## src/source/green_pkg.sv

```systemverilog
package green_pkg;

    // ========================================
    // Sizes and constants
    // ========================================

    // Word address and data widths
    localparam int ADDR_W = 8;
    localparam int DATA_W = 32;
    // Host command tag, echoed back in the response
    localparam int TAG_W = 4;
    // Raw opcode width on the host channel
    localparam int OP_W = 3;
    // Local memory size in words
    localparam int MEM_DEPTH = 256;
    // Cycles of E4 writes kept for forwarding
    localparam int WRITE_HIST_DEPTH = 3;
    // Depth of the reset retiming chain
    localparam int SYNC_STAGES = 2;
    // Identifier returned by the ID command
    localparam logic [DATA_W-1:0] AFU_ID = 32'h6E5C_A001;

    // ========================================
    // Opcodes and response status
    // ========================================

    // Codes 5 to 7 are undefined and flagged illegal
    typedef enum logic [OP_W-1:0] {
        OP_NOP   = 3'd0,
        OP_READ  = 3'd1,
        OP_WRITE = 3'd2,
        OP_ADD   = 3'd3,
        OP_ID    = 3'd4
    } cmd_op_e;

    typedef enum logic {
        RSP_OK      = 1'b0,
        RSP_ILLEGAL = 1'b1
    } rsp_status_e;

    // ========================================
    // Channel structs
    // ========================================

    // Host request, data is write data or add immediate
    typedef struct packed {
        logic              valid;
        logic [OP_W-1:0]   opcode;
        logic [TAG_W-1:0]  tag;
        logic [ADDR_W-1:0] addr;
        logic [DATA_W-1:0] data;
    } host_req_t;

    // Decoded command into the execute pipeline
    typedef struct packed {
        logic              valid;
        cmd_op_e           op;
        logic              illegal;
        logic [TAG_W-1:0]  tag;
        logic [ADDR_W-1:0] addr;
        logic [DATA_W-1:0] data;
    } dec_cmd_t;

    // Memory request
    // Read and write come from different stages, so each has its own address
    typedef struct packed {
        logic              rd;
        logic              wr;
        logic [ADDR_W-1:0] addr;
        logic [ADDR_W-1:0] waddr;
        logic [DATA_W-1:0] wdata;
    } mem_req_t;

    typedef struct packed {
        logic              rd_valid;
        logic [DATA_W-1:0] rdata;
    } mem_rsp_t;

    typedef struct packed {
        logic              valid;
        logic [TAG_W-1:0]  tag;
        rsp_status_e       status;
        logic [DATA_W-1:0] data;
    } exe_out_t;

    typedef struct packed {
        logic              valid;
        logic [TAG_W-1:0]  tag;
        rsp_status_e       status;
        logic [DATA_W-1:0] data;
    } host_rsp_t;

endpackage

```

## src/source/mem_bridge.sv

```systemverilog
`timescale 1ns/1ps

module mem_bridge (
    input  logic                Clk_100,
    input  logic                rst_n,
    input  green_pkg::mem_req_t up_req,
    output green_pkg::mem_rsp_t up_rsp,
    output green_pkg::mem_req_t dn_req,
    input  green_pkg::mem_rsp_t dn_rsp
);

    // ========================================
    // Request path toward the bank
    // ========================================

    always_ff @(posedge Clk_100)
    begin
        dn_req.addr  <= up_req.addr;
        dn_req.waddr <= up_req.waddr;
        dn_req.wdata <= up_req.wdata;
        if (!rst_n)
        begin
            dn_req.rd <= 1'b0;
            dn_req.wr <= 1'b0;
        end
        else
        begin
            dn_req.rd <= up_req.rd;
            dn_req.wr <= up_req.wr;
        end
    end

    // ========================================
    // Response path back to execute
    // ========================================

    always_ff @(posedge Clk_100)
    begin
        up_rsp.rdata <= dn_rsp.rdata;
        if (!rst_n)
        begin
            up_rsp.rd_valid <= 1'b0;
        end
        else
        begin
            up_rsp.rd_valid <= dn_rsp.rd_valid;
        end
    end

endmodule

```

## config.mk

```make
export PLATFORM = sky130hd
export DESIGN_NAME = mem_bridge
export DESIGN_NICKNAME = d
export VERILOG_FILES = /design/src/source/green_pkg.sv /design/src/source/mem_bridge.sv
export SDC_FILE = /design/constraint.sdc
export NUM_CORES = 1
export LEC_CHECK = 0
export ABC_CLOCK_PERIOD_IN_PS = 800
export BUFFER_PORTS_ARGS = -buffer_cell sky130_fd_sc_hd__buf_2
export CELL_PAD_IN_SITES_DETAIL_PLACEMENT = 0
export CELL_PAD_IN_SITES_GLOBAL_PLACEMENT = 1
export CORE_AREA = 2 2 96 75
export DETAILED_ROUTE_END_ITERATION = 8
export DIE_AREA = 0 0 98 77
export PLACE_DENSITY = 0.86
export SETUP_SLACK_MARGIN = 0.02
export SYNTH_ARGS = -nofsm -noshare
export SYNTH_HDL_FRONTEND = slang
export SYNTH_SLANG_ARGS = --single-unit
```

## constraint.sdc

```tcl
create_clock -name Clk_100 -period 0.8 [get_ports Clk_100]
set_input_delay 0 -clock Clk_100 [delete_from_list [all_inputs] [get_ports Clk_100]]
set_output_delay 0 -clock Clk_100 [all_outputs]
set_load 0.02 [all_outputs]
```

# After elaboration in Yosys (flattened, before gate mapping)
# Index checks and enable logic that the tools add are counted.
# totals
regBits	83
output_inout_bits	83
latchBits	0
mem_bits_ro	0
memories	0
ram_bits	0
input_bits	85
# op_classes
eq_ne	0
shift	0
multipliers	0
order_cmp	0
muxes	0
div	0
bitwise	0
add_sub_neg	0
n_reduce_logical	0

# Depth between registers and ports, before layout
# logic_depth
depth_word	0
depth_mapped	1
depth_no_buf	1

# Least setup slack after synthesis
# Ideal clock, no wire load.
# synth_timing
path_type	register to output
start	register dn_req[0] in the netlist's numbering
end	output port dn_req[0] in the netlist's numbering
t_required_ps	800
stages_incl_launch_ff	1
t_arrival_ps	395
setup_slack_ps	405
path_cell_list	dfxtp_1
# synth_lines
element	line_no	source
start: declaration	mem_bridge.sv:8	output green_pkg::mem_req_t dn_req,
# No word-level cell between the ends.

# Final worst setup path
# layout_timing
start	register dn_req[46] in the netlist's numbering
end	output port dn_req[46] in the netlist's numbering
# No word-level cell between the ends.

==> metrics.cfg <==
[worst_setup_path]
path_buf_inv=1
crit_path_start=dn_req[46]$_DFF_P_
crit_path_max_incr_delay_ns=0.33
cp_top_family=flip-flops
critPathMaxFanout=1
cp.arrival_ns=0.79
path_cells=buf_6
required_ns=0.80
critPathSlowestCell=dfxtp_2
critical_path_class=flip-flop to primary output
critPathCaptureType=primary output
crit_path_start_kind=flip-flop

[drt]
routedWlPerCell_um=14.1
viasPerCell=3.78
wl_met2_mm=3.33
drc_errors=0
drtAntennaViolNets=0
wl_met3_um=600
wirelength_mm=6.13
m1WireLength_mm=2.09
top_layer=met4
drtPass1Iterations=4
drt_first_iter_violations=19
vias=1649

[synth]
synthesis.nets=171
syn-cell-area_um2=1680
synth_cell_types=2
synth-edff-count=0
synth_top_cells_by_area=dfxtp_1 (99%), and2_1 (1.1%)
synth-seq-cells=83
ys.flop_type=dfxtp_1
syn_area_per_cell_um2=19.5
synth_top_area_frac=0.989
yosysTopAreaCell=dfxtp_1
yosys_warnings=0
synthCells=86
synth.most_common_cell=dfxtp_1
async_reset_ff_frac=0
synth.cells.most_frequent=dfxtp_1 (83), and2_1 (3)
ys_seq_area_frac=0.989

[layout]
drive_gt1_frac=0.750
n_antenna_cell=0
post-route-cell-area_um2=4280
area_delta_synth_final_pct=155
finalNonFillerCells=436
fin_nets=433

[timing]
worst_pin_slew_ns=0.106
whs_ns=0.286
slew-limit-headroom=0.929
tns_ns=0
rsz0062_at_grt=true
hold_viol_final=0
worst_slack_ns=0.00652
max_freq_ghz=1.26
fin_crit_sh=0.992
period_needed_ns=0.793
final-setup-viol-count=0
maxSlewViolCount=0

[die]
initial_core_util=0.254
fp.dieW_um=98
num_rows=26
dieArea_um2=7550
die_h_um=77
pin_count=168
core_area_um2=6600

[pwr]
power_density_nw_per_um2=2030
p_leak_nw=1.99
ir_drop_mv=1.23

[cts]
cts_tree=done
h-tree-depth=3
cts_made_buffers=9
post_cts_buffers=0
cts.sinks=83
cts_max_path_buffers=2
path_clk_slew_ns=0.08
cts-root-buf=clkbuf_8

[flow_run]
cap_violations=0

[grt]
track_usage=0.167
grt_max_degree=14
antenna_found_initial=0
grt_pass1_vias=1876
gr-total-overflow=0
grt_pass1_wl_mm=9.38

[placed_design]
dp_slack_ns=0.337
portBuffers=167
hpwl_mm=3.04
dp.cells=337
place.gp.congestion=0.710
placed_area_um2=2620

[run_status]
status=complete, no violations

[hold_path]
hold_class=primary input to flip-flop
hp-start=up_req[46]

## where the power goes
part,leakage (nW),switching (mW),internal (mW)
clock network,0.0954,1.35,1.51
registers,0.701,0.108,4.40
logic,1.19,0.494,0.813
## final timing paths
check	endpoint	slack, ns	depth (start not counted)
max	dn_req[46]	0.007	1
min	dn_req[46]$_DFF_P_	0.29	2
## through the flow
step                total power, mW   util
floorplan                      4.80      -
global placement               5.19  0.397
detailed placement             5.21  0.397
CTS                            8.77  0.647
global route                   9.10  0.648
finish                         8.68  0.648
## layout by cell type (no fill, tap or decap), drive strengths merged
master | netlist | final
bufinv | 0 | 1
clkinvlp | 0 | 1
clkinv | 0 | 2
clkbuf | 0 | 11
and2 | 3 | 3
dfxtp | 83 | 83
dlygate4sd3 | 0 | 84
buf | 0 | 167
## timing repair
action / CTS / global route
gates cloned: 0 / 0
hold buffers: 84 / 0
hold endpoints to repair: 83 / 0
endpoints found under the setup margin: 83 / 83
resized for setup: 247 / 2
## flip-flops by register name, summed over array words and instances, names as in the netlist
signal,cells
dn_req,50
up_rsp,33
## area by class of cell
type / instances / area, um^2
timing repair buffer: 251 / 2200
sequential: 83 / 1770
clock inverter: 4 / 51.3
fill: 492 / 2330
tap: 84 / 105
multi-input combinational: 3 / 18.8
clock buffer: 11 / 141
## cell families (layout without fill, tap and decap cells)
| logic type | Yosys count | count (layout) | synth area share |
|---|---|---|---|
| buffers and inverters | 0 | 266 | 0 |
| DFF | 83 | 83 | 0.989 |
| and+or+nand+nor | 3 | 3 | 0.0112 |
## per-layer routing
layer,GRT usage,vias up
li1,-,785
met4,0.0569,0
met3,0.0966,10
met1,0.149,745
met2,0.312,109
met5,0,-
(Power assumes the default switching activity.)
