<file path="config.mk">
export PLATFORM = sky130hd
export DESIGN_NAME = cmd_decode
export DESIGN_NICKNAME = d
export VERILOG_FILES = /design/src/source/green_pkg.sv /design/src/source/cmd_decode.sv
export SDC_FILE = /design/constraint.sdc
export NUM_CORES = 1
export LEC_CHECK = 0
export BUFFER_PORTS_ARGS = -buffer_cell sky130_fd_sc_hd__buf_2
export CORE_UTILIZATION = 39
export CTS_BUF_LIST = sky130_fd_sc_hd__clkbuf_8
export DETAILED_ROUTE_END_ITERATION = 10
export GPL_ROUTABILITY_DRIVEN = 0
export PLACE_DENSITY = 0.92
export SLEW_MARGIN = 10
export SYNTH_ARGS = -nofsm -noshare
export SYNTH_HDL_FRONTEND = slang
export SYNTH_SLANG_ARGS = --single-unit
</file>
<file path="constraint.sdc">
create_clock -name Clk_100 -period 1.5 [get_ports Clk_100]
set_input_delay 0.3 -clock Clk_100 [delete_from_list [all_inputs] [get_ports Clk_100]]
set_output_delay 0.3 -clock Clk_100 [all_outputs]
set_load 0.005 [all_outputs]
</file>
<file path="src/source/green_pkg.sv">
package green_pkg;

    // ========================================
    // Sizes and constants
    // ========================================

    // Word address and data widths
    localparam int ADDR_W = 8;
    localparam int DATA_W = 32;
    // Host command tag, echoed back in the response
    localparam int TAG_W = 4;
    // Raw opcode width on the host channel
    localparam int OP_W = 3;
    // Local memory size in words
    localparam int MEM_DEPTH = 256;
    // Cycles of E4 writes kept for forwarding
    localparam int WRITE_HIST_DEPTH = 3;
    // Depth of the reset retiming chain
    localparam int SYNC_STAGES = 2;
    // Identifier returned by the ID command
    localparam logic [DATA_W-1:0] AFU_ID = 32'h6E5C_A001;

    // ========================================
    // Opcodes and response status
    // ========================================

    // Codes 5 to 7 are undefined and flagged illegal
    typedef enum logic [OP_W-1:0] {
        OP_NOP   = 3'd0,
        OP_READ  = 3'd1,
        OP_WRITE = 3'd2,
        OP_ADD   = 3'd3,
        OP_ID    = 3'd4
    } cmd_op_e;

    typedef enum logic {
        RSP_OK      = 1'b0,
        RSP_ILLEGAL = 1'b1
    } rsp_status_e;

    // ========================================
    // Channel structs
    // ========================================

    // Host request, data is write data or add immediate
    typedef struct packed {
        logic              valid;
        logic [OP_W-1:0]   opcode;
        logic [TAG_W-1:0]  tag;
        logic [ADDR_W-1:0] addr;
        logic [DATA_W-1:0] data;
    } host_req_t;

    // Decoded command into the execute pipeline
    typedef struct packed {
        logic              valid;
        cmd_op_e           op;
        logic              illegal;
        logic [TAG_W-1:0]  tag;
        logic [ADDR_W-1:0] addr;
        logic [DATA_W-1:0] data;
    } dec_cmd_t;

    // Memory request
    // Read and write come from different stages, so each has its own address
    typedef struct packed {
        logic              rd;
        logic              wr;
        logic [ADDR_W-1:0] addr;
        logic [ADDR_W-1:0] waddr;
        logic [DATA_W-1:0] wdata;
    } mem_req_t;

    typedef struct packed {
        logic              rd_valid;
        logic [DATA_W-1:0] rdata;
    } mem_rsp_t;

    typedef struct packed {
        logic              valid;
        logic [TAG_W-1:0]  tag;
        rsp_status_e       status;
        logic [DATA_W-1:0] data;
    } exe_out_t;

    typedef struct packed {
        logic              valid;
        logic [TAG_W-1:0]  tag;
        rsp_status_e       status;
        logic [DATA_W-1:0] data;
    } host_rsp_t;

endpackage

</file>
<file path="src/source/cmd_decode.sv">
`timescale 1ns/1ps

module cmd_decode (
    input  logic                 Clk_100,
    input  logic                 rst_n,
    input  green_pkg::host_req_t host_rx,
    output green_pkg::dec_cmd_t  dec_cmd
);
    import green_pkg::*;

    cmd_op_e dec_op;
    logic    dec_illegal;
    logic    dec_valid;

    // ========================================
    // Opcode classification
    // ========================================

    always_comb
    begin
        dec_op      = OP_NOP;
        dec_illegal = 1'b0;
        case (host_rx.opcode)
            OP_NOP, OP_READ, OP_WRITE, OP_ADD, OP_ID:
            begin
                dec_op = cmd_op_e'(host_rx.opcode);
            end
            default:
            begin
                // Undefined code, carried as a no-op marked illegal
                dec_illegal = 1'b1;
            end
        endcase
    end

    // No-ops are dropped here and never reach execute
    assign dec_valid = host_rx.valid && (host_rx.opcode != OP_NOP);

    // ========================================
    // Output register
    // ========================================

    always_ff @(posedge Clk_100)
    begin
        // Payload, qualified by valid
        dec_cmd.op      <= dec_op;
        dec_cmd.illegal <= dec_illegal;
        dec_cmd.tag     <= host_rx.tag;
        dec_cmd.addr    <= host_rx.addr;
        dec_cmd.data    <= host_rx.data;
        if (!rst_n)
        begin
            dec_cmd.valid <= 1'b0;
        end
        else
        begin
            dec_cmd.valid <= dec_valid;
        end
    end

endmodule

</file>
== Word-level counts from Yosys, hierarchy flattened ==
Index checks and enable logic that the tools add are counted.
Storage, ports and cells
  register bits after elaboration: 49
  bits of input ports: 50
  output and inout port bits: 49
  logic and storage cells: 15
Operators by class
  equality and inequality tests: 4
  mux-type cells: 1
  reduce and logical (&&, ||, !) cells: 4
Operators with widths (count)
  3-bit by 2-bit == test with 1-bit output (second input constant): 2
  5-bit OR reduction: 1
  3-bit by 1-bit == test with 1-bit output (second input constant): 1
  3-bit == test (second input constant): 1
  3-bit zero test: 1
  3-bit nonzero test: 1
  1-bit logical AND: 1
  1-bit two-way mux: 1

== Logic depth before layout (Yosys ltp) ==
  depth after elaboration: 3
  depth in mapped cells: 1
  mapped depth without buffers: 1

== Worst setup path before layout ==
OpenSTA, ideal clock, no wires.
  kind: input to register
  from: input host_rx[46] in the netlist's numbering
  to: register dec_cmd[48] in the netlist's numbering
  setup time: 122 ps
  arrival time: 612 ps
  required time: 1378 ps
  slack: 766 ps
  stages: 1
  buffers on the path: 0
  path through: o311a_1
On the way
  longest elaborated chain between the ends: 2
RTL lines
  start: declaration: RTL line cmd_decode.sv:6  | input green_pkg::host_req_t host_rx,
  3-bit nonzero test: RTL line cmd_decode.sv:37  | assign dec_valid = host_rx.valid && (host_rx.opcode != OP_NOP);
  1-bit logical AND: RTL line cmd_decode.sv:37
  end: declaration: RTL line cmd_decode.sv:7  | output green_pkg::dec_cmd_t dec_cmd
Every way passes these cells.
A chain may end at the register's enable or synchronous reset.

== Final worst setup path ==
  from: register dec_cmd[45] in the netlist's numbering
  to: output dec_cmd[45] in the netlist's numbering
No word-level cell between the ends.

==> run_results.csv <==
group,metric,value,unit
outcome,status,"finished clean",
yosys,syn_area,0.00102,mm^2
die,die_x,53.2,um
sta,slew_violations,0,
yosys,synth.ff_latch_count,49,
clock_network,holdBufCountCts,0,
route,ant_nets,0,
setup_path,cp.required,1200,ps
power,p_sw_frac,0.205,
die,start_util,0.413,
clock_network,cts_tree,"built",
clock_network,numCtsBuffers,5,
die,die_area,0.00283,mm^2
power,p_switching,0.460,mW
power,power_density,1370,mW/mm^2
placement,port_buffers,98,
setup_path,start_kind,"flip-flop",
setup_path,crit_path_max_fanout,1,
sta,max_freq,0.973,GHz
clock_network,cts_buffer_depth,2,
setup_path,crit_path_max_incr_delay,330,ps
route,vias,768,
global_route,grt_overflow,0,
power,p_clk_frac,0.317,
route,met3_length,338,um
clock_network,h-tree-depth,2,
die,die_y,53.2,um
sta,period_share,0.685,
sta,final-setup-viol-count,0,
die,ios,99,
finish,n_antenna_cell,0,
setup_path,critical-path-top-delay-family,"flip-flops",
global_route,first_global_vias,716,
run,cap_violations,0,
setup_path,crit_type,"reg2out",
power,p_leak,0.862,nW
yosys,ys_types,5,
route,wl_met2,1030,um
clock_network,clk_transition_reported_paths,90,ps
setup_path,critPathLaunch,"dec_cmd[45]$_SDFF_PN0_",
finish,area_growth_syn_to_layout,60.1,%
die,core,0.00248,mm^2
setup_path,setup.worst_path.end,"dec_cmd[45]",
worst_hold_path,hold_path.class,"in2reg",
sta,worstMarginPinSlew,157,ps
finish,final_nets,209,
global_route,grt_usage,0.156,
route,drt_drc_violations_left,0,
power,pwr-share-seq,0.617,
sta,min_period,1030,ps
power,worst_ir_drop_vdd,1.11,mV
setup_path,cp.arrival,730,ps
yosys,syn_inst,54,
setup_path,worst-path-buf-inv,1,
route,top_layer_used,"met4",
global_route,grt_max_degree,16,
power,p_int,1.78,mW
global_route,antenna_found_initial,0,
yosys,syn-num-nets,104,
yosys,syn_area_per_cell,19.0,um^2
global_route,grt_pass1_wl,2850,um
yosys,synth_top_area_share,0.958,
power,pwr-share-comb,0.066,
placement,dpl.hpwl,1710,um
clock_network,cts_resized,0,
yosys,synth_area_leader_cell,"dfxtp_1",
route,avgViaCountPerCell,4.04,
route,routed_wl,2130,um
setup_path,critPathSlowestCell,"dfxtp_1",
finish,drive_gt1_frac,0.669,
sta,fin_setup_tns,0,ps
setup_path,crit_chain,"buf_2",
route,drt_pass1_iterations,3,
yosys,yosysSeqAreaShare,0.958,
route,m1WireLength,708,um
setup_path,endpoint_kind,"output pin",
sta,max-slew-margin-rel,0.895,
finish,top_register,"dec_cmd",
yosys,yosys_warnings,0,
worst_hold_path,hold_depth,1,
die,num_rows,18,
route,wire_per_inst,11.2,um
sta,rsz0062_at_grt,"no",
finish,reg_top3,"dec_cmd (49)",
route,drt_iter0_drc,6,
clock_network,postCtsSetupBuffers,0,
sta,hold_viol,0,
yosys,ys_top_cells_by_area,"dfxtp_1 96%, and2b_2 1.7%, o311a_1 0.98%",
clock_network,cts_root_buffer,"clkbuf_8",
setup_path,cp_num_cells,1,
finish,final_util,0.662,
finish,largest_register_ff_count,49,
clock_network,cts_sinks,49,
## Yosys cell counts
cell type	n
and2b_2	2
dfxtp_1	49
nor3b_1	1
o21a_1	1
o311a_1	1
## per-layer routing
layer	GRT usage	vias to the layer above
met5	0	-
met1	0.144	320
met4	0.0877	0
met3	0.124	7
li1	-	378
met2	0.240	63
## power groups by stage
stage / Combinational [mW] / Sequential (mW) / Clock, mW
6_report: 0.147 / 1.38 / 0.712
3_5_place_dp: 0.150 / 1.42 / 0
5_1_grt: 0.164 / 1.39 / 0.789
2_1_floorplan: 0.00621 / 1.43 / 0
4_1_cts: 0.151 / 1.39 / 0.736
3_3_place_gp: 0.143 / 1.41 / 0
## cell usage in the layout, fill, tap and decap left out
cell,Yosys,final
dfxtp_1,49,49
inv_1,0,1
clkbuf_8,0,5
and2b_2,2,2
o21a_1,1,1
o311a_1,1,1
clkinvlp_4,0,2
nor3b_1,1,1
buf_2,0,98
## per-stage QoR
stage | cell area, um^2 | power [mW] | hold slack [ps] | setup slack, ps | std cells
3_3_place_gp | 1550 | 1.56 | 402 | 635 | 182
4_1_cts | 1640 | 2.27 | 90.2 | 452 | 190
3_5_place_dp | 1550 | 1.57 | 404 | 609 | 182
2_1_floorplan | 1020 | 1.43 | 328 | 766 | 54
6_report | 1640 | 2.24 | 103 | 472 | 190
5_1_grt | 1640 | 2.34 | 77.4 | 404 | 190
## cell type report
| type | count | area (um^2) |
|---|---|---|
| multi-input combinational | 5 | 42.5 |
| sequential | 49 | 981 |
| fill | 206 | 838 |
| tap | 30 | 37.5 |
| clock buffer | 5 | 68.8 |
| clock inverter | 3 | 18.8 |
| timing repair buffer | 98 | 490 |
## logic make-up (layout without fill, tap and decap cells)
logic type | count (synthesis) | in the layout | synth area share
AOI/OAI and AO/OA | 2 | 2 | 0.0171
buffers and inverters | 0 | 106 | 0
DFF | 49 | 49 | 0.958
and+or+nand+nor | 3 | 3 | 0.0245
## how the worst min path moves through the flow
| stage | end | slack [ps] | start |
|---|---|---|---|
| after floorplan | dec_cmd[0]$_DFF_P_ | 330 | host_rx[0] |
| after global placement | dec_cmd[21]$_DFF_P_ | 400 | host_rx[21] |
| after detailed placement | dec_cmd[41]$_DFF_P_ | 400 | host_rx[41] |
| after CTS | dec_cmd[41]$_DFF_P_ | 90 | host_rx[41] |
| after global routing | dec_cmd[8]$_DFF_P_ | 80 | host_rx[8] |
| final | dec_cmd[41]$_DFF_P_ | 100 | host_rx[41] |
(Power assumes the default switching activity.)
