--- config.mk ---
export PLATFORM = sky130hd
export DESIGN_NAME = cmd_execute
export DESIGN_NICKNAME = d
export VERILOG_FILES = /design/src/source/green_pkg.sv /design/src/source/cmd_execute.sv
export SDC_FILE = /design/constraint.sdc
export NUM_CORES = 1
export LEC_CHECK = 0
export ABC_CLOCK_PERIOD_IN_PS = 12400
export BUFFER_PORTS_ARGS = -buffer_cell sky130_fd_sc_hd__clkbuf_2
export CAP_MARGIN = 20
export CORE_ASPECT_RATIO = 1.1
export CORE_MARGIN = 3
export CORE_UTILIZATION = 59
export DETAILED_ROUTE_END_ITERATION = 6
export PLACE_DENSITY = 0.9
export SETUP_SLACK_MARGIN = 0.4
export SLEW_MARGIN = 0
export SYNTH_ARGS = -nofsm -noshare
export SYNTH_HDL_FRONTEND = slang
export SYNTH_SLANG_ARGS = --single-unit
--- constraint.sdc ---
create_clock -name Clk_100 -period 12.4 [get_ports Clk_100]
set_input_delay 2.48 -clock Clk_100 [delete_from_list [all_inputs] [get_ports Clk_100]]
set_output_delay 2.48 -clock Clk_100 [all_outputs]
set_load 0.01 [all_outputs]
--- src/source/green_pkg.sv ---
package green_pkg;

    // ========================================
    // Sizes and constants
    // ========================================

    // Word address and data widths
    localparam int ADDR_W = 8;
    localparam int DATA_W = 32;
    // Host command tag, echoed back in the response
    localparam int TAG_W = 4;
    // Raw opcode width on the host channel
    localparam int OP_W = 3;
    // Local memory size in words
    localparam int MEM_DEPTH = 256;
    // Cycles of E4 writes kept for forwarding
    localparam int WRITE_HIST_DEPTH = 3;
    // Depth of the reset retiming chain
    localparam int SYNC_STAGES = 2;
    // Identifier returned by the ID command
    localparam logic [DATA_W-1:0] AFU_ID = 32'h6E5C_A001;

    // ========================================
    // Opcodes and response status
    // ========================================

    // Codes 5 to 7 are undefined and flagged illegal
    typedef enum logic [OP_W-1:0] {
        OP_NOP   = 3'd0,
        OP_READ  = 3'd1,
        OP_WRITE = 3'd2,
        OP_ADD   = 3'd3,
        OP_ID    = 3'd4
    } cmd_op_e;

    typedef enum logic {
        RSP_OK      = 1'b0,
        RSP_ILLEGAL = 1'b1
    } rsp_status_e;

    // ========================================
    // Channel structs
    // ========================================

    // Host request, data is write data or add immediate
    typedef struct packed {
        logic              valid;
        logic [OP_W-1:0]   opcode;
        logic [TAG_W-1:0]  tag;
        logic [ADDR_W-1:0] addr;
        logic [DATA_W-1:0] data;
    } host_req_t;

    // Decoded command into the execute pipeline
    typedef struct packed {
        logic              valid;
        cmd_op_e           op;
        logic              illegal;
        logic [TAG_W-1:0]  tag;
        logic [ADDR_W-1:0] addr;
        logic [DATA_W-1:0] data;
    } dec_cmd_t;

    // Memory request
    // Read and write come from different stages, so each has its own address
    typedef struct packed {
        logic              rd;
        logic              wr;
        logic [ADDR_W-1:0] addr;
        logic [ADDR_W-1:0] waddr;
        logic [DATA_W-1:0] wdata;
    } mem_req_t;

    typedef struct packed {
        logic              rd_valid;
        logic [DATA_W-1:0] rdata;
    } mem_rsp_t;

    typedef struct packed {
        logic              valid;
        logic [TAG_W-1:0]  tag;
        rsp_status_e       status;
        logic [DATA_W-1:0] data;
    } exe_out_t;

    typedef struct packed {
        logic              valid;
        logic [TAG_W-1:0]  tag;
        rsp_status_e       status;
        logic [DATA_W-1:0] data;
    } host_rsp_t;

endpackage

--- src/source/cmd_execute.sv ---
`timescale 1ns/1ps

module cmd_execute (
    input  logic                Clk_100,
    input  logic                rst_n,
    input  green_pkg::dec_cmd_t dec_cmd,
    output green_pkg::mem_req_t mem_req,
    input  green_pkg::mem_rsp_t mem_rsp,
    output green_pkg::exe_out_t exe_out
);
    import green_pkg::*;

    // One remembered E4 write
    typedef struct packed {
        logic              valid;
        logic [ADDR_W-1:0] addr;
        logic [DATA_W-1:0] data;
    } wr_hist_t;

    // Pipeline registers E2 to E4
    dec_cmd_t e2_q;
    dec_cmd_t e3_q;
    dec_cmd_t e4_q;

    // Index 0 holds the write from the previous cycle
    wr_hist_t hist_q [WRITE_HIST_DEPTH];

    logic              e1_rd;
    logic [DATA_W-1:0] mem_word;
    logic [DATA_W-1:0] e4_data;
    rsp_status_e       e4_status;
    logic              e4_wr;

    // ========================================
    // E1, read issue from the decoded command
    // ========================================

    // Only reads and adds need the stored word
    always_comb
    begin
        e1_rd = dec_cmd.valid && !dec_cmd.illegal
                && (dec_cmd.op == OP_READ || dec_cmd.op == OP_ADD);
    end

    // ========================================
    // E2 to E4 registers
    // ========================================

    always_ff @(posedge Clk_100)
    begin
        e2_q <= dec_cmd;
        e3_q <= e2_q;
        e4_q <= e3_q;
        // Only the valid bits are cleared
        if (!rst_n)
        begin
            e2_q.valid <= 1'b0;
            e3_q.valid <= 1'b0;
            e4_q.valid <= 1'b0;
        end
    end

    // ========================================
    // E4, forwarding and result
    // ========================================

    // Memory data is three writes stale
    // Walk oldest to newest so the newest match wins
    always_comb
    begin
        mem_word = mem_rsp.rd_valid ? mem_rsp.rdata : '0;
        for (int i = WRITE_HIST_DEPTH - 1; i >= 0; i--)
        begin
            if (hist_q[i].valid && hist_q[i].addr == e4_q.addr)
            begin
                mem_word = hist_q[i].data;
            end
        end
    end

    always_comb
    begin
        e4_data   = '0;
        e4_status = RSP_OK;
        e4_wr     = 1'b0;
        if (e4_q.illegal)
        begin
            // Zero data, no memory update
            e4_status = RSP_ILLEGAL;
        end
        else
        begin
            case (e4_q.op)
                OP_READ:  e4_data = mem_word;
                OP_WRITE:
                begin
                    e4_data = e4_q.data;
                    e4_wr   = e4_q.valid;
                end
                OP_ADD:
                begin
                    // Wraps modulo 2^32
                    e4_data = mem_word + e4_q.data;
                    e4_wr   = e4_q.valid;
                end
                OP_ID:    e4_data = AFU_ID;
                default:  e4_data = '0;
            endcase
        end
    end

    // Read from E1, write from E4, same cycle
    always_comb
    begin
        mem_req.rd    = e1_rd;
        mem_req.addr  = dec_cmd.addr;
        mem_req.wr    = e4_wr;
        mem_req.waddr = e4_q.addr;
        mem_req.wdata = e4_data;
    end

    // ========================================
    // Write history and output register
    // ========================================

    always_ff @(posedge Clk_100)
    begin
        hist_q[0].addr <= e4_q.addr;
        hist_q[0].data <= e4_data;
        for (int i = 1; i < WRITE_HIST_DEPTH; i++)
        begin
            hist_q[i] <= hist_q[i-1];
        end
        if (!rst_n)
        begin
            for (int i = 0; i < WRITE_HIST_DEPTH; i++)
            begin
                hist_q[i].valid <= 1'b0;
            end
        end
        else
        begin
            hist_q[0].valid <= e4_wr;
        end
    end

    always_ff @(posedge Clk_100)
    begin
        exe_out.tag    <= e4_q.tag;
        exe_out.status <= e4_status;
        exe_out.data   <= e4_data;
        if (!rst_n)
        begin
            exe_out.valid <= 1'b0;
        end
        else
        begin
            exe_out.valid <= e4_q.valid;
        end
    end

endmodule

# Yosys cells after proc, flatten, opt, wreduce, memory -nomap -nowiden
# Memories as Yosys holds them, arrays and structs flattened.
# Index checks and enable logic that the tools add are counted.
[classes]
addsub = 1
n_eq_ne = 9
mux = 14
bitwise_logic = 3
n_reduce_logical = 8
[ops]
columns = ["cell", "count"]
rows = [
  ["$mux 32", 5],
  ["$pmux 32 s4", 1],
  ["$add 32x32->32", 1],
  ["$eq 8x8->1", 3],
  ["$eq 3x2->1 const B", 3],
  ["$mux 1", 8],
  ["$eq 3x1->1 const B", 2],
  ["$logic_and 1x1->1", 5],
  ["$eq 3x3->1 const B", 1],
  ["$or 1x1->1 const A", 2],
  ["$reduce_or 2->1", 1],
  ["$logic_not 1->1", 1],
  ["$logic_or 1x1->1", 1],
  ["$or 1x1->1", 1],
]
[word_totals]
reg_bits = 185
ram_bits = 123
inputBits = 84
out_inout_bits = 88
elab_cells = 58
n_memories = 1
[mem_list]
columns = ["name", "depth", "width", "rd", "rd_clocked_by_memory_dff", "wr", "line", "rtl"]
rows = [
  ["hist_q", 3, 41, 3, 0, 3, "cmd_execute.sv:26", "wr_hist_t hist_q [WRITE_HIST_DEPTH];"],
]

# Depth between registers and ports, before layout
# An unclocked memory read counts as a cell.
[logic_depth]
depth_word = 9
mapped_depth = 20
ltp_nobuf = 17

# Worst setup path before layout
# Ideal clock, no wire load.
[synth_timing]
kind = "in2out"
startpoint = "in mem_rsp[32] (netlist name)"
endpoint = "out mem_req[31] (netlist name)"
arrival_ps = 5685
required_ps = 9920
path_slack_ps = 4235
path_stages = 16
n_path_buf = 2
cell_sequence = "buf_1 > clkbuf_1 > nand3_1 > nand3_1 > o21ai_0 > o21ai_1 > ha_1 > and3_1 > a221o_2 > a211oi_4 > a21oi_2 > a2111oi_4 > o21ai_1 > a41o_1 > xnor2_1 > o22ai_1"
[synth_lines]
columns = ["item", "line", "rtl"]
rows = [
  ["from (decl)", "cmd_execute.sv:8", "input green_pkg::mem_rsp_t mem_rsp,"],
  ["to (decl)", "cmd_execute.sv:7", "output green_pkg::mem_req_t mem_req,"],
]

==> flow_summary.json <==
{
  "run_status": "complete, but fails checks",
  "coreArea_um2": 15700,
  "timing.critical_path.to_type": "primary output",
  "nFillCells": 1139,
  "syn_avg_cell_area_um2": 10.5,
  "first_global_vias": 6627,
  "gp_congestion": 0.903,
  "layout_worst_path_cycle_share": 0.722,
  "grt_util_met2": 0.392,
  "grt_use_met1": 0.330,
  "hold_violations": 0,
  "timing_worst_slew_pin_value_ps": 1080,
  "timing.setup.critical_path_class": "in2out",
  "detailroute.via_count": 6929,
  "mappedNetlistNets": 1029,
  "grt_max_degree": 65,
  "grt_antenna_before_repair": 1,
  "cts_max_path_buffers": 3,
  "timing.critical_path.max_delay_family": "compound AO/OA/AOI/OAI gates",
  "critPathMaxFanout": 32,
  "setup_violation_total_in_the_final_timing_report": 0,
  "violations": "design-rule violations",
  "cp-start-kind": "input port",
  "drc_errors": 5,
  "routed_wirelength_um": 22500,
  "synth-warning-count": 0,
  "layout.nets": 1147,
  "cts-hold-fix-buffers": 0,
  "multi_input_area_um2": 3450,
  "start_util": 0.605,
  "clk_pin_slew_worst_paths_ps": 60,
  "async_flop_share": 0,
  "cts_made_buffers": 26,
  "viasPerCell": 5.57,
  "wire_length_of_the_first_global_routing_pass_um": 34800,
  "cp_data_required_time_ps": 9920,
  "report.power.total_mw": 2.00,
  "drtAntennaViolNets": 0,
  "final_layout_size_suffix_gt1_frac": 0.238,
  "grt_setup_unrepaired": "false",
  "rr_worst_depth": 18,
  "preCtsSetupSlack_ps": 3520,
  "globalRouteMet3Util": 0.0384,
  "maxSlewViolCount": 0,
  "detailedRoute.firstIterationViolations": 657,
  "setup_slack_ps": 3440,
  "synthFlopType": "sky130_fd_sc_hd__dfxtp_1",
  "tritoncts": "built",
  "min_period_ps": 8960,
  "worstSetupPathDepth": 16,
  "maxSlewHeadroom": 0.278,
  "timing.max_cap.violations": 0,
  "seqCellArea_um2": 5530,
  "hold_ws_ps": 321,
  "boundaryPins": 172,
  "drt-wirelength-per-cell_um": 18.1,
  "crit-reg2reg-capture": "hist_q[0][31]",
  "p_leak_nw": 5.01,
  "cp.arrival_ps": 6480,
  "input_output_buffers": 171,
  "synth-edff-count": 0,
  "worst_hold_path_type": "reg2reg",
  "cp_num_buf_inv": 2,
  "area_delta_synth_final_pct": 16.9,
  "maximum_clock_frequency_mhz": 112,
  "clk_latency_ps": 540,
  "clkSinkCount": 276,
  "overall_die_height_um": 139,
  "maximum_vdd_drop_v": 0.000139,
  "setup_tns_ps": 0,
  "clock-root-buffer": "sky130_fd_sc_hd__clkbuf_16",
  "die_width_um": 127,
  "clock_tree.htree_level_count": 1,
  "cts-resized-gates": 0,
  "fp-row-count": 48,
  "final_common_cell": "sky130_fd_sc_hd__dfxtp_1",
  "syn_area_um2": 9530,
  "grt_busiest_layer": "met2",
  "ff2ff_setup_slack_ps": 7500,
  "postCtsSetupRepairBufs": 0,
  "number_of_flip_flops_and_latches_in_the_synthesized_netlist": 276,
  "grt_overflow_total": 0,
  "netlist-cell-type-count": 61,
  "most-common-layout-cells": "sky130_fd_sc_hd__dfxtp_1 (276), sky130_fd_sc_hd__clkbuf_2 (171), sky130_fd_sc_hd__nand2_1 (97)",
  "overall_global_routing_resource_usage": 0.245,
  "power.density_cell_area_nw_per_um2": 180,
  "worstPathCellList": "clkbuf_2 -> nand3_1 -> nand3_1 -> o21ai_0 -> o21ai_0 -> ha_1 -> and3_1 -> a221o_2 -> a211oi_4 -> a21oi_2 -> a2111oi_4 -> o21ai_1 -> a41o_1 -> xnor2_1 -> o22ai_1 -> clkbuf_2",
  "timing.clock.skew_ps": 13.7,
  "critPathLaunch": "mem_rsp[32]",
  "drt_pre_antenna_iters": 7,
  "syn-instance-count": 907,
  "yosysSeqAreaShare": 0.580,
  "worst_path_max_delay_cell": "sky130_fd_sc_hd__clkbuf_2",
  "detailed_place_hpwl_um": 15800,
  "max_stage_delay_ps": 510,
  "timing.rr.start": "mem_req[35]",
  "die_area_um2": 17700,
  "timing.critical_path.to": "mem_req[31]"
}
## cell usage after synthesis, drive strengths merged (7+ instances only)
master,n,area [µm²]
dfxtp,276,5530
nand2,97,364
o21ai,71,355
nand3,64,320
buf,56,409
a21oi,42,214
ha,37,463
nor2,36,135
xor2,31,272
clkbuf,30,124
xnor2,21,184
a21o,19,146
a31oi,12,75.1
a22oi,11,82.6
a222oi,10,100
and2,9,57.6
and3,8,53.8
o22ai,7,43.8
## sequential cells by signal, indices dropped and copies added (netlist names)
signal	cells
e2_q	49
e3_q	49
e4_q	41
exe_out	6
hist_q	123
mem_req	8
## worst min-delay path by stage
stage,from,endpoint,slack (ps),cells past startpoint
after detailed placement,e2_q[10],e3_q[10],310,0
final,e3_q[11],e4_q[11],320,0
after CTS,e3_q[11],e4_q[11],320,0
after floorplan,e2_q[0],e3_q[0],310,0
after global placement,e2_q[43],e3_q[43],310,0
after global routing,e3_q[22],e4_q[22],330,0
## layout make-up
type                       instances  share of cell area
antenna                            1            0.000225
clock buffer                      31              0.0646
clock inverter                    14              0.0244
tap                              200              0.0225
sequential                       276               0.496
inverter                           3             0.00101
multi-input combinational        541               0.310
timing repair buffer             177              0.0809
## worst reg2reg max path: stages, from the launching register on
cell and delay [ps]:
sky130_fd_sc_hd__dfxtp_1 470, sky130_fd_sc_hd__xor2_1 110, sky130_fd_sc_hd__nor4_1 410, sky130_fd_sc_hd__and4_1 240
sky130_fd_sc_hd__buf_4 330, sky130_fd_sc_hd__nand2_1 120, sky130_fd_sc_hd__nand3_1 80, sky130_fd_sc_hd__o21ai_0 90
sky130_fd_sc_hd__o21ai_0 390, sky130_fd_sc_hd__ha_1 340, sky130_fd_sc_hd__and3_1 190, sky130_fd_sc_hd__a221o_2 420
sky130_fd_sc_hd__a211oi_4 260, sky130_fd_sc_hd__a21oi_2 100, sky130_fd_sc_hd__a2111oi_4 460, sky130_fd_sc_hd__o21ai_1 160
sky130_fd_sc_hd__a41o_1 270, sky130_fd_sc_hd__xnor2_1 170, sky130_fd_sc_hd__o22ai_1 130
## layer usage
layer	share of wire	vias to the layer above	wire length (µm)
li1	-	3337	-
met1	0.42	3208	9460
met2	0.47	322	10500
met3	0.072	62	1620
met4	0.040	0	893
met5	0	-	0
## cells by family after synthesis
family                   synth area share
flip-flops                          0.580
adder cells (fa/ha/maj)            0.0507
AND/OR/NAND/NOR                     0.120
multiplexers                      0.00631
AO/OA/AOI/OAI                       0.137
XOR/XNOR                           0.0478
buffers and inverters              0.0583
## where the power goes
| part | leakage, nW | internal (mW) | total (mW) | switching, mW |
|---|---|---|---|---|
| Combinational | 2.22 | 0.0676 | 0.156 | 0.0879 |
| Sequential | 2.30 | 0.929 | 0.952 | 0.0232 |
| Clock | 0.487 | 0.561 | 0.890 | 0.330 |
## per-stage QoR
stage | utilization | instances | area [µm²]
after global placement | 0.644 | 1197 | 10100
after detailed placement | 0.644 | 1197 | 10100
after global routing | 0.707 | 1243 | 11100
after CTS | 0.707 | 1242 | 11100
after floorplan | - | 907 | 9530
final | 0.707 | 1243 | 11100
Power figures use the tool's default switching activity.
