`src/source/green_pkg.sv`:
```
package green_pkg;

    // ========================================
    // Sizes and constants
    // ========================================

    // Word address and data widths
    localparam int ADDR_W = 8;
    localparam int DATA_W = 32;
    // Host command tag, echoed back in the response
    localparam int TAG_W = 4;
    // Raw opcode width on the host channel
    localparam int OP_W = 3;
    // Local memory size in words
    localparam int MEM_DEPTH = 256;
    // Cycles of E4 writes kept for forwarding
    localparam int WRITE_HIST_DEPTH = 3;
    // Depth of the reset retiming chain
    localparam int SYNC_STAGES = 2;
    // Identifier returned by the ID command
    localparam logic [DATA_W-1:0] AFU_ID = 32'h6E5C_A001;

    // ========================================
    // Opcodes and response status
    // ========================================

    // Codes 5 to 7 are undefined and flagged illegal
    typedef enum logic [OP_W-1:0] {
        OP_NOP   = 3'd0,
        OP_READ  = 3'd1,
        OP_WRITE = 3'd2,
        OP_ADD   = 3'd3,
        OP_ID    = 3'd4
    } cmd_op_e;

    typedef enum logic {
        RSP_OK      = 1'b0,
        RSP_ILLEGAL = 1'b1
    } rsp_status_e;

    // ========================================
    // Channel structs
    // ========================================

    // Host request, data is write data or add immediate
    typedef struct packed {
        logic              valid;
        logic [OP_W-1:0]   opcode;
        logic [TAG_W-1:0]  tag;
        logic [ADDR_W-1:0] addr;
        logic [DATA_W-1:0] data;
    } host_req_t;

    // Decoded command into the execute pipeline
    typedef struct packed {
        logic              valid;
        cmd_op_e           op;
        logic              illegal;
        logic [TAG_W-1:0]  tag;
        logic [ADDR_W-1:0] addr;
        logic [DATA_W-1:0] data;
    } dec_cmd_t;

    // Memory request
    // Read and write come from different stages, so each has its own address
    typedef struct packed {
        logic              rd;
        logic              wr;
        logic [ADDR_W-1:0] addr;
        logic [ADDR_W-1:0] waddr;
        logic [DATA_W-1:0] wdata;
    } mem_req_t;

    typedef struct packed {
        logic              rd_valid;
        logic [DATA_W-1:0] rdata;
    } mem_rsp_t;

    typedef struct packed {
        logic              valid;
        logic [TAG_W-1:0]  tag;
        rsp_status_e       status;
        logic [DATA_W-1:0] data;
    } exe_out_t;

    typedef struct packed {
        logic              valid;
        logic [TAG_W-1:0]  tag;
        rsp_status_e       status;
        logic [DATA_W-1:0] data;
    } host_rsp_t;

endpackage

```
`src/source/rsp_result.sv`:
```
`timescale 1ns/1ps

module rsp_result (
    input  logic                 Clk_100,
    input  logic                 rst_n,
    input  green_pkg::exe_out_t  exe_out,
    output green_pkg::host_rsp_t host_tx
);

    // ========================================
    // Host response register
    // ========================================

    // Fields are zero whenever no response is sent
    always_ff @(posedge Clk_100)
    begin
        if (!rst_n)
        begin
            host_tx <= '0;
        end
        else if (exe_out.valid)
        begin
            host_tx.valid  <= 1'b1;
            host_tx.tag    <= exe_out.tag;
            host_tx.status <= exe_out.status;
            host_tx.data   <= exe_out.data;
        end
        else
        begin
            // Idle cycle, clear the whole port
            host_tx <= '0;
        end
    end

endmodule

```
`config.mk`:
```
export PLATFORM = sky130hd
export DESIGN_NAME = rsp_result
export DESIGN_NICKNAME = d
export VERILOG_FILES = /design/src/source/green_pkg.sv /design/src/source/rsp_result.sv
export SDC_FILE = /design/constraint.sdc
export NUM_CORES = 1
export LEC_CHECK = 0
export BUFFER_PORTS_ARGS = -buffer_cell sky130_fd_sc_hd__buf_4
export CORE_MARGIN = 1
export CORE_UTILIZATION = 39
export CTS_CLUSTER_SIZE = 10
export DETAILED_ROUTE_END_ITERATION = 6
export HOLD_SLACK_MARGIN = 0.12
export PLACE_DENSITY = 0.77
export SETUP_SLACK_MARGIN = 0.3
export SLEW_MARGIN = 20
export SYNTH_ARGS = -nofsm -noshare
export SYNTH_HDL_FRONTEND = slang
export SYNTH_SLANG_ARGS = --single-unit
```
`constraint.sdc`:
```
create_clock -name Clk_100 -period 0.8 [get_ports Clk_100]
set_input_delay 0.04 -clock Clk_100 [delete_from_list [all_inputs] [get_ports Clk_100]]
set_output_delay 0.04 -clock Clk_100 [all_outputs]
set_load 0.02 [all_outputs]
```
Word-level counts from Yosys, hierarchy flattened
Index checks and enable logic that the tools add are counted.
Storage, ports and cells
  register bits: 38
  logic and storage cells: 6
  output and inout bits: 38
Cells by class
  muxes and demuxes: 1
  reduce and logical (&&, ||, !) cells: 1
Operators by type and width (number)
  38-bit 2-to-1 mux: 1
  2-bit AND reduction: 1

Longest topological paths before layout
Gate-level depths: netlist of run 1.
  depth after elaboration: 1
  mapped depth: 3

Worst setup path before layout of run 1
OpenSTA, ideal clock, no wires.
  kind: input port to flip-flop
  start: input port rst_n
  end: register host_tx[12] (netlist bit)
  data arrival time: 412 ps
  stages on the path: 3
  slack: 273 ps
  buffers on the path: 2
  setup time: 116 ps
  cells stage by stage: buf_6 -> buf_8 -> and3_1
On the way
  longest elaborated chain between the ends: 1
Ends and longest elaborated chain
  from (decl): line rsp_result.sv:5  | input logic rst_n,
  2-bit AND reduction (no line)
  to (decl): line rsp_result.sv:7  | output green_pkg::host_rsp_t host_tx
No other way between the ends.
A chain may end at the register's enable or synchronous reset.

Worst setup path after layout of run 1
  start: register host_tx[18] (netlist bit)
  end: output port host_tx[18] (netlist bit)
No word-level cell between the ends.

==> flow_metrics.py, run 1 <==
metrics = {
    "floorplan": {
        "rows": 18,
        "fp.dieArea_um2": 2990,
        "ios": 78,
        "fp.dieW_um": 54.7,
        "core_area_um2": 2540,
        "die_h_um": 54.7,
        "start_util_pct": 42.6,
    },
    "grt": {
        "antenna_found_initial": 0,
        "grt_pass1_wl_um": 3480,
        "globalRouteTotalUtil_pct": 17.9,
        "grt.overflow.total": 0,
        "grt_max_degree": 39,
        "first_global_vias": 854,
    },
    "sta": {
        "worst_slack_ns": -0.0476,
        "max_freq_mhz": 1180,
        "rsz0062_at_grt": "true",
        "fin_crit_sh_pct": 106,
        "finalSetupViolations": 38,
        "hold_ws_ns": -0.0786,
        "hold_violations": 37,
        "worstMarginPinSlew_ns": 0.274,
        "tns_ns": -1.26,
        "max-slew-margin-rel_pct": 81.8,
        "drv_slew": 0,
        "min_period_ns": 0.848,
    },
    "min_path": {
        "min_from": "exe_out[33]",
        "hold_depth": 2,
        "hp-class": "in -> reg",
        "holdPathEnd": "host_tx[33]$_SDFF_PN0_",
    },
    "routing": {
        "via_per_inst": 4.63,
        "drtIter0Drc": 11,
        "ant_nets": 0,
        "totalWireLength_um": 2460,
        "drt-pass1-iter-count": 3,
        "drc": 0,
        "vias": 884,
        "route.detailed.wl_per_inst_um": 12.9,
    },
    "final_layout": {
        "nFillCells": 180,
        "drive_gt1_share_pct": 75.8,
        "layout.area.seq_um2": 808,
        "largest_register_ffs": 38,
        "max_flop_register": "host_tx",
        "final_nets": 200,
        "reg_top3": "host_tx (38)",
        "final_area_um2": 1860,
        "syn_to_final_growth_pct": 72.1,
        "num_antenna_cells": 0,
        "multiInputGateArea_um2": 238,
    },
    "worst_setup_path": {
        "crit_type": "reg -> out",
        "crit_required_ns": 0.76,
        "cp-start-kind": "register",
        "crit_chain": "buf_6",
        "critPathTopFamily": "flip-flops",
        "startpoint": "host_tx[18]$_SDFF_PN0_",
        "crit_path_end_kind": "primary output",
        "cpMaxStageDelayCell": "dfxtp_2",
        "worst-path-buf-inv": 1,
        "path_max_fanout": 1,
        "worstPathArrival_ns": 0.81,
        "cpPeakStageDelay_ns": 0.34,
    },
    "synth": {
        "synth_cell_types": 6,
        "synth-xor-area-share_pct": 0,
        "synthSimpleGateAreaFrac_pct": 21.9,
        "ys.flop_type": "dfxtp_1",
        "synth_top_family_by_area": "simple AND/OR/NAND/NOR gates",
        "ys_top_cells_by_area": "dfxtp_1 (70%), and3_1 (21%), buf_6 (4.2%)",
        "synth_top_cell_by_area": "dfxtp_1",
        "synth_area_per_cell_um2": 12.9,
        "synthCells": 84,
        "synth_compound_gate_area_share_pct": 0,
        "synth_fa_ha_area_share_pct": 0,
        "ys_seq_area_share_pct": 70.2,
        "syn_area_um2": 1080,
        "post-synth-top-count-cell": "dfxtp_1",
        "synth-edff-count": 0,
        "synth.top_cell.area_share_pct": 70.2,
        "synthMuxAreaShare_pct": 0,
        "async_flop_share_pct": 0,
        "synth_seq_cells": 38,
        "syn-num-nets": 124,
        "synth_commonest_cells": "dfxtp_1 (38), and3_1 (37), buf_6 (4), buf_2 (2), buf_8 (2)",
        "ys_warn_count": 0,
    },
    "clock_network": {
        "h-tree-depth": 2,
        "cts_setup_buffers": 0,
        "cts_inserted_buffers": 5,
        "path_clk_slew_ns": 0.11,
        "cts_sinks": 38,
        "root_buffer": "clkbuf_4",
        "clk_path_buf_depth": 2,
        "cts_tree": "yes",
    },
    "place": {
        "post-place-ws_ns": 0.217,
        "gp_congestion": 0.669,
        "placed_area_um2": 1610,
        "port_buffers": 77,
    },
    "run_status": {
        "violations": "negative hold slack, negative setup slack",
        "outcome": "finished, violations left",
    },
    "power": {
        "share_clk_of_total_power_pct": 28.9,
        "power_report.internal_total_mw": 2.70,
        "netSwitchingFraction_pct": 23.5,
        "sequentialPowerShare_pct": 57.1,
        "power_leakage_nw": 0.992,
        "switching_power_uw": 830,
        "ir_worst_vdd_v": 0.00154,
        "power.share.combinational_pct": 14.0,
        "powerDensity_nw_per_um2": 1890,
    },
    "run": {
        "cap_violations": 0,
    },
}
==> cells by family (layout without fill, tap and decap cells) <==
logic type    after synthesis  after routing
buf+inv                     8             85
simple gates               38             38
flops                      38             38
==> per-layer routing <==
| metal | part of all wire [%] | GRT usage, % | vias up |
|---|---|---|---|
| met5 | 0 | 0 | - |
| met4 | 2.1 | 12.8 | 0 |
| met3 | 13 | 7.50 | 7 |
| met2 | 49 | 30.7 | 57 |
| met1 | 37 | 16.8 | 385 |
| li1 | - | - | 435 |
==> worst max path at each step <==
stage	to	slack, ns	cells past startpoint
final	host_tx[18]	-0.05	1
after global routing	host_tx[12]	-0.08	1
after CTS	host_tx[16]	-0.06	1
after detailed placement	host_tx[16]$_SDFF_PN0_	0.22	2
after global placement	host_tx[17]$_SDFF_PN0_	0.26	2
after floorplan	host_tx[22]$_SDFF_PN0_	0.28	3
==> what timing repair did <==
item | in CTS | in global routing
pin swaps | 0 | 0
setup endpoints to repair | 38 | 38
hold endpoints to repair | 38 | 38
gates resized for setup | 76 | 0
cloned | 0 | 0
==> power groups by stage <==
stage	combinational (mW)	clock [mW]	sequential, mW
floorplan	0.115	0	2.13
global placement	0.439	0	2.03
detailed placement	0.447	0	2.03
CTS	0.494	1.05	2.02
global route	0.529	1.14	2.03
finish	0.493	1.02	2.02
==> layout by cell type, fill, tap and decap left out <==
cell type,n
clkbuf_1,1
dfxtp_2,38
clkbuf_8,1
buf_6,38
and2_1,1
clkinv_2,1
buf_4,39
clkbuf_4,5
and3_1,37
==> area by class of cell <==
cell class	count	area share [%]
Clock buffer	7	2.95
Multi-Input combinational cell	38	12.8
Sequential cell	38	43.4
Tap cell	30	2.01
Clock inverter	1	0.268
Timing Repair Buffer	77	38.7
==> through the flow <==
step           utilization [%]  std cells  power [mW]
2_1_floorplan                -         84        2.25
3_3_place_gp              63.4        183        2.47
3_5_place_dp              63.4        183        2.48
4_1_cts                   73.3        191        3.56
5_1_grt                   73.3        191        3.70
6_report                  73.3        191        3.53
No activity file was read; power rests on OpenSTA's default activity.
==> inputs of run 2 (changes only) <==
--- a/config.mk
+++ b/config.mk
@@ -12,6 +12,7 @@
 export DETAILED_ROUTE_END_ITERATION = 6
 export HOLD_SLACK_MARGIN = 0.12
 export PLACE_DENSITY = 0.77
+export RECOVER_POWER = 100
 export SETUP_SLACK_MARGIN = 0.3
 export SLEW_MARGIN = 20
 export SYNTH_ARGS = -nofsm -noshare
==> run 2 against run 1 <==
Against the previous run:
- clock power barely moved
- core utilization fell by 0.098 points
- routed wire length barely moved
- count of clock-buffer cells in the layout did not move
- die area did not move
- critical path depth did not move
- setup slack did not move
- the flow still finishes with violations (negative hold slack, negative setup slack)
- hold slack did not move
- power barely moved
- sequential share of layout area rose by 0.058 points
- largest power group unchanged
==> flow_metrics.py, run 2 (synthesis results as in run 1) <==
metrics = {
    "routing": {
        "drtIter0Drc": 11,
        "ant_nets": 0,
        "via_per_inst": 4.63,
        "drc": 0,
        "totalWireLength_um": 2460,
        "drt-pass1-iter-count": 3,
        "route.detailed.wl_per_inst_um": 12.9,
        "vias": 884,
    },
    "worst_setup_path": {
        "setup.worst_path.end": "host_tx[18]",
        "startpoint": "host_tx[18]$_SDFF_PN0_",
        "cpMaxStageDelayCell": "dfxtp_2",
        "crit_type": "reg -> out",
        "crit_chain": "buf_6",
        "cpPeakStageDelay_ns": 0.34,
        "worstSetupPathDepth": 1,
        "worstPathArrival_ns": 0.81,
        "path_max_fanout": 1,
        "crit_required_ns": 0.76,
        "critPathTopFamily": "flip-flops",
        "worst-path-buf-inv": 1,
        "crit_path_end_kind": "primary output",
        "cp-start-kind": "register",
    },
    "sta": {
        "fin_crit_sh_pct": 106,
        "worstMarginPinSlew_ns": 0.530,
        "max_freq_mhz": 1180,
        "drv_slew": 0,
        "worst_slack_ns": -0.0476,
        "min_period_ns": 0.848,
        "finalSetupViolations": 38,
        "hold_violations": 37,
        "max-slew-margin-rel_pct": 64.7,
        "rsz0062_at_grt": "true",
        "hold_ws_ns": -0.0786,
    },
    "final_layout": {
        "multiInputGateArea_um2": 238,
        "layout_common_cells": "dfxtp_2 (38), buf_4 (38), buf_6 (38), and3_1 (37), clkbuf_4 (5)",
        "layout.area.seq_um2": 808,
        "largest_register_ffs": 38,
        "final_util_pct": 73.2,
        "drive_gt1_share_pct": 75.8,
        "nFillCells": 180,
        "max_flop_register": "host_tx",
        "num_antenna_cells": 0,
        "reg_top3": "host_tx (38)",
        "syn_to_final_growth_pct": 71.8,
        "final_nets": 200,
    },
    "clock_network": {
        "cts_tree": "yes",
        "path_clk_slew_ns": 0.11,
        "root_buffer": "clkbuf_4",
        "clk_path_buf_depth": 2,
        "cts_inserted_buffers": 5,
        "cts_sinks": 38,
        "h-tree-depth": 2,
    },
    "floorplan": {
        "start_util_pct": 42.6,
        "fp.dieW_um": 54.7,
        "die_h_um": 54.7,
        "core_area_um2": 2540,
        "rows": 18,
        "ios": 78,
        "fp.dieArea_um2": 2990,
    },
    "place": {
        "port_buffers": 77,
        "gp_congestion": 0.669,
        "post-place-ws_ns": 0.217,
    },
    "grt": {
        "grt_max_degree": 39,
        "globalRouteTotalUtil_pct": 17.9,
        "first_global_vias": 854,
        "grt.overflow.total": 0,
        "grt_pass1_wl_um": 3480,
        "antenna_found_initial": 0,
    },
    "power": {
        "powerDensity_nw_per_um2": 1900,
        "ir_worst_vdd_v": 0.00154,
        "power_leakage_nw": 0.992,
        "design_power_total_mw": 3.53,
    },
    "run_status": {
        "outcome": "finished, violations left",
        "violations": "negative hold slack, negative setup slack",
    },
    "min_path": {
        "hp-class": "in -> reg",
        "hold_depth": 2,
    },
    "run": {
        "cap_violations": 0,
    },
}
run 2: metal layers:
metal / vias up / routed length [um] / global-route usage [%]
met4: 0 / 51 / 12.8
li1: 435 / - / -
met1: 385 / 901 / 16.8
met3: 7 / 308 / 7.50
met2: 57 / 1200 / 30.7
met5: - / 0 / 0
run 2: layout make-up:
cell class,instances,share of cell area (%)
Multi-Input combinational cell,38,12.8
Clock inverter,1,0.269
Sequential cell,38,43.4
Timing Repair Buffer,77,38.6
Tap cell,30,2.02
Clock buffer,7,2.96
run 2: how the worst min path moves through the flow:
stage / startpoint / to / slack (ns)
after floorplan: exe_out[0] / host_tx[0]$_SDFF_PN0_ / 0.20
after global placement: exe_out[28] / host_tx[28]$_SDFF_PN0_ / 0.28
after detailed placement: exe_out[4] / host_tx[4]$_SDFF_PN0_ / 0.28
after CTS: exe_out[33] / host_tx[33]$_SDFF_PN0_ / -0.09
after global routing: exe_out[33] / host_tx[33]$_SDFF_PN0_ / -0.10
final: exe_out[33] / host_tx[33]$_SDFF_PN0_ / -0.08
run 2: stage by stage:
stage | area (um^2) | instances | hold WS, ns | TNS, ns
2_1_floorplan | 1090 | 84 | 0.199 | 0
3_3_place_gp | 1610 | 183 | 0.280 | 0
3_5_place_dp | 1610 | 183 | 0.284 | 0
4_1_cts | 1860 | 191 | -0.0900 | -1.94
5_1_grt | 1860 | 191 | -0.101 | -2.69
6_report | 1860 | 191 | -0.0786 | -1.26
run 2: what timing repair did:
action	CTS	global route
endpoints found under the setup margin	38	38
hold endpoints to repair	38	38
setup buffers	0	0
resized for setup	76	0
run 2: where the power goes:
group | switching (mW) | internal, mW
sequential | 0.0355 | 1.98
combinational | 0.199 | 0.292
clock | 0.595 | 0.426
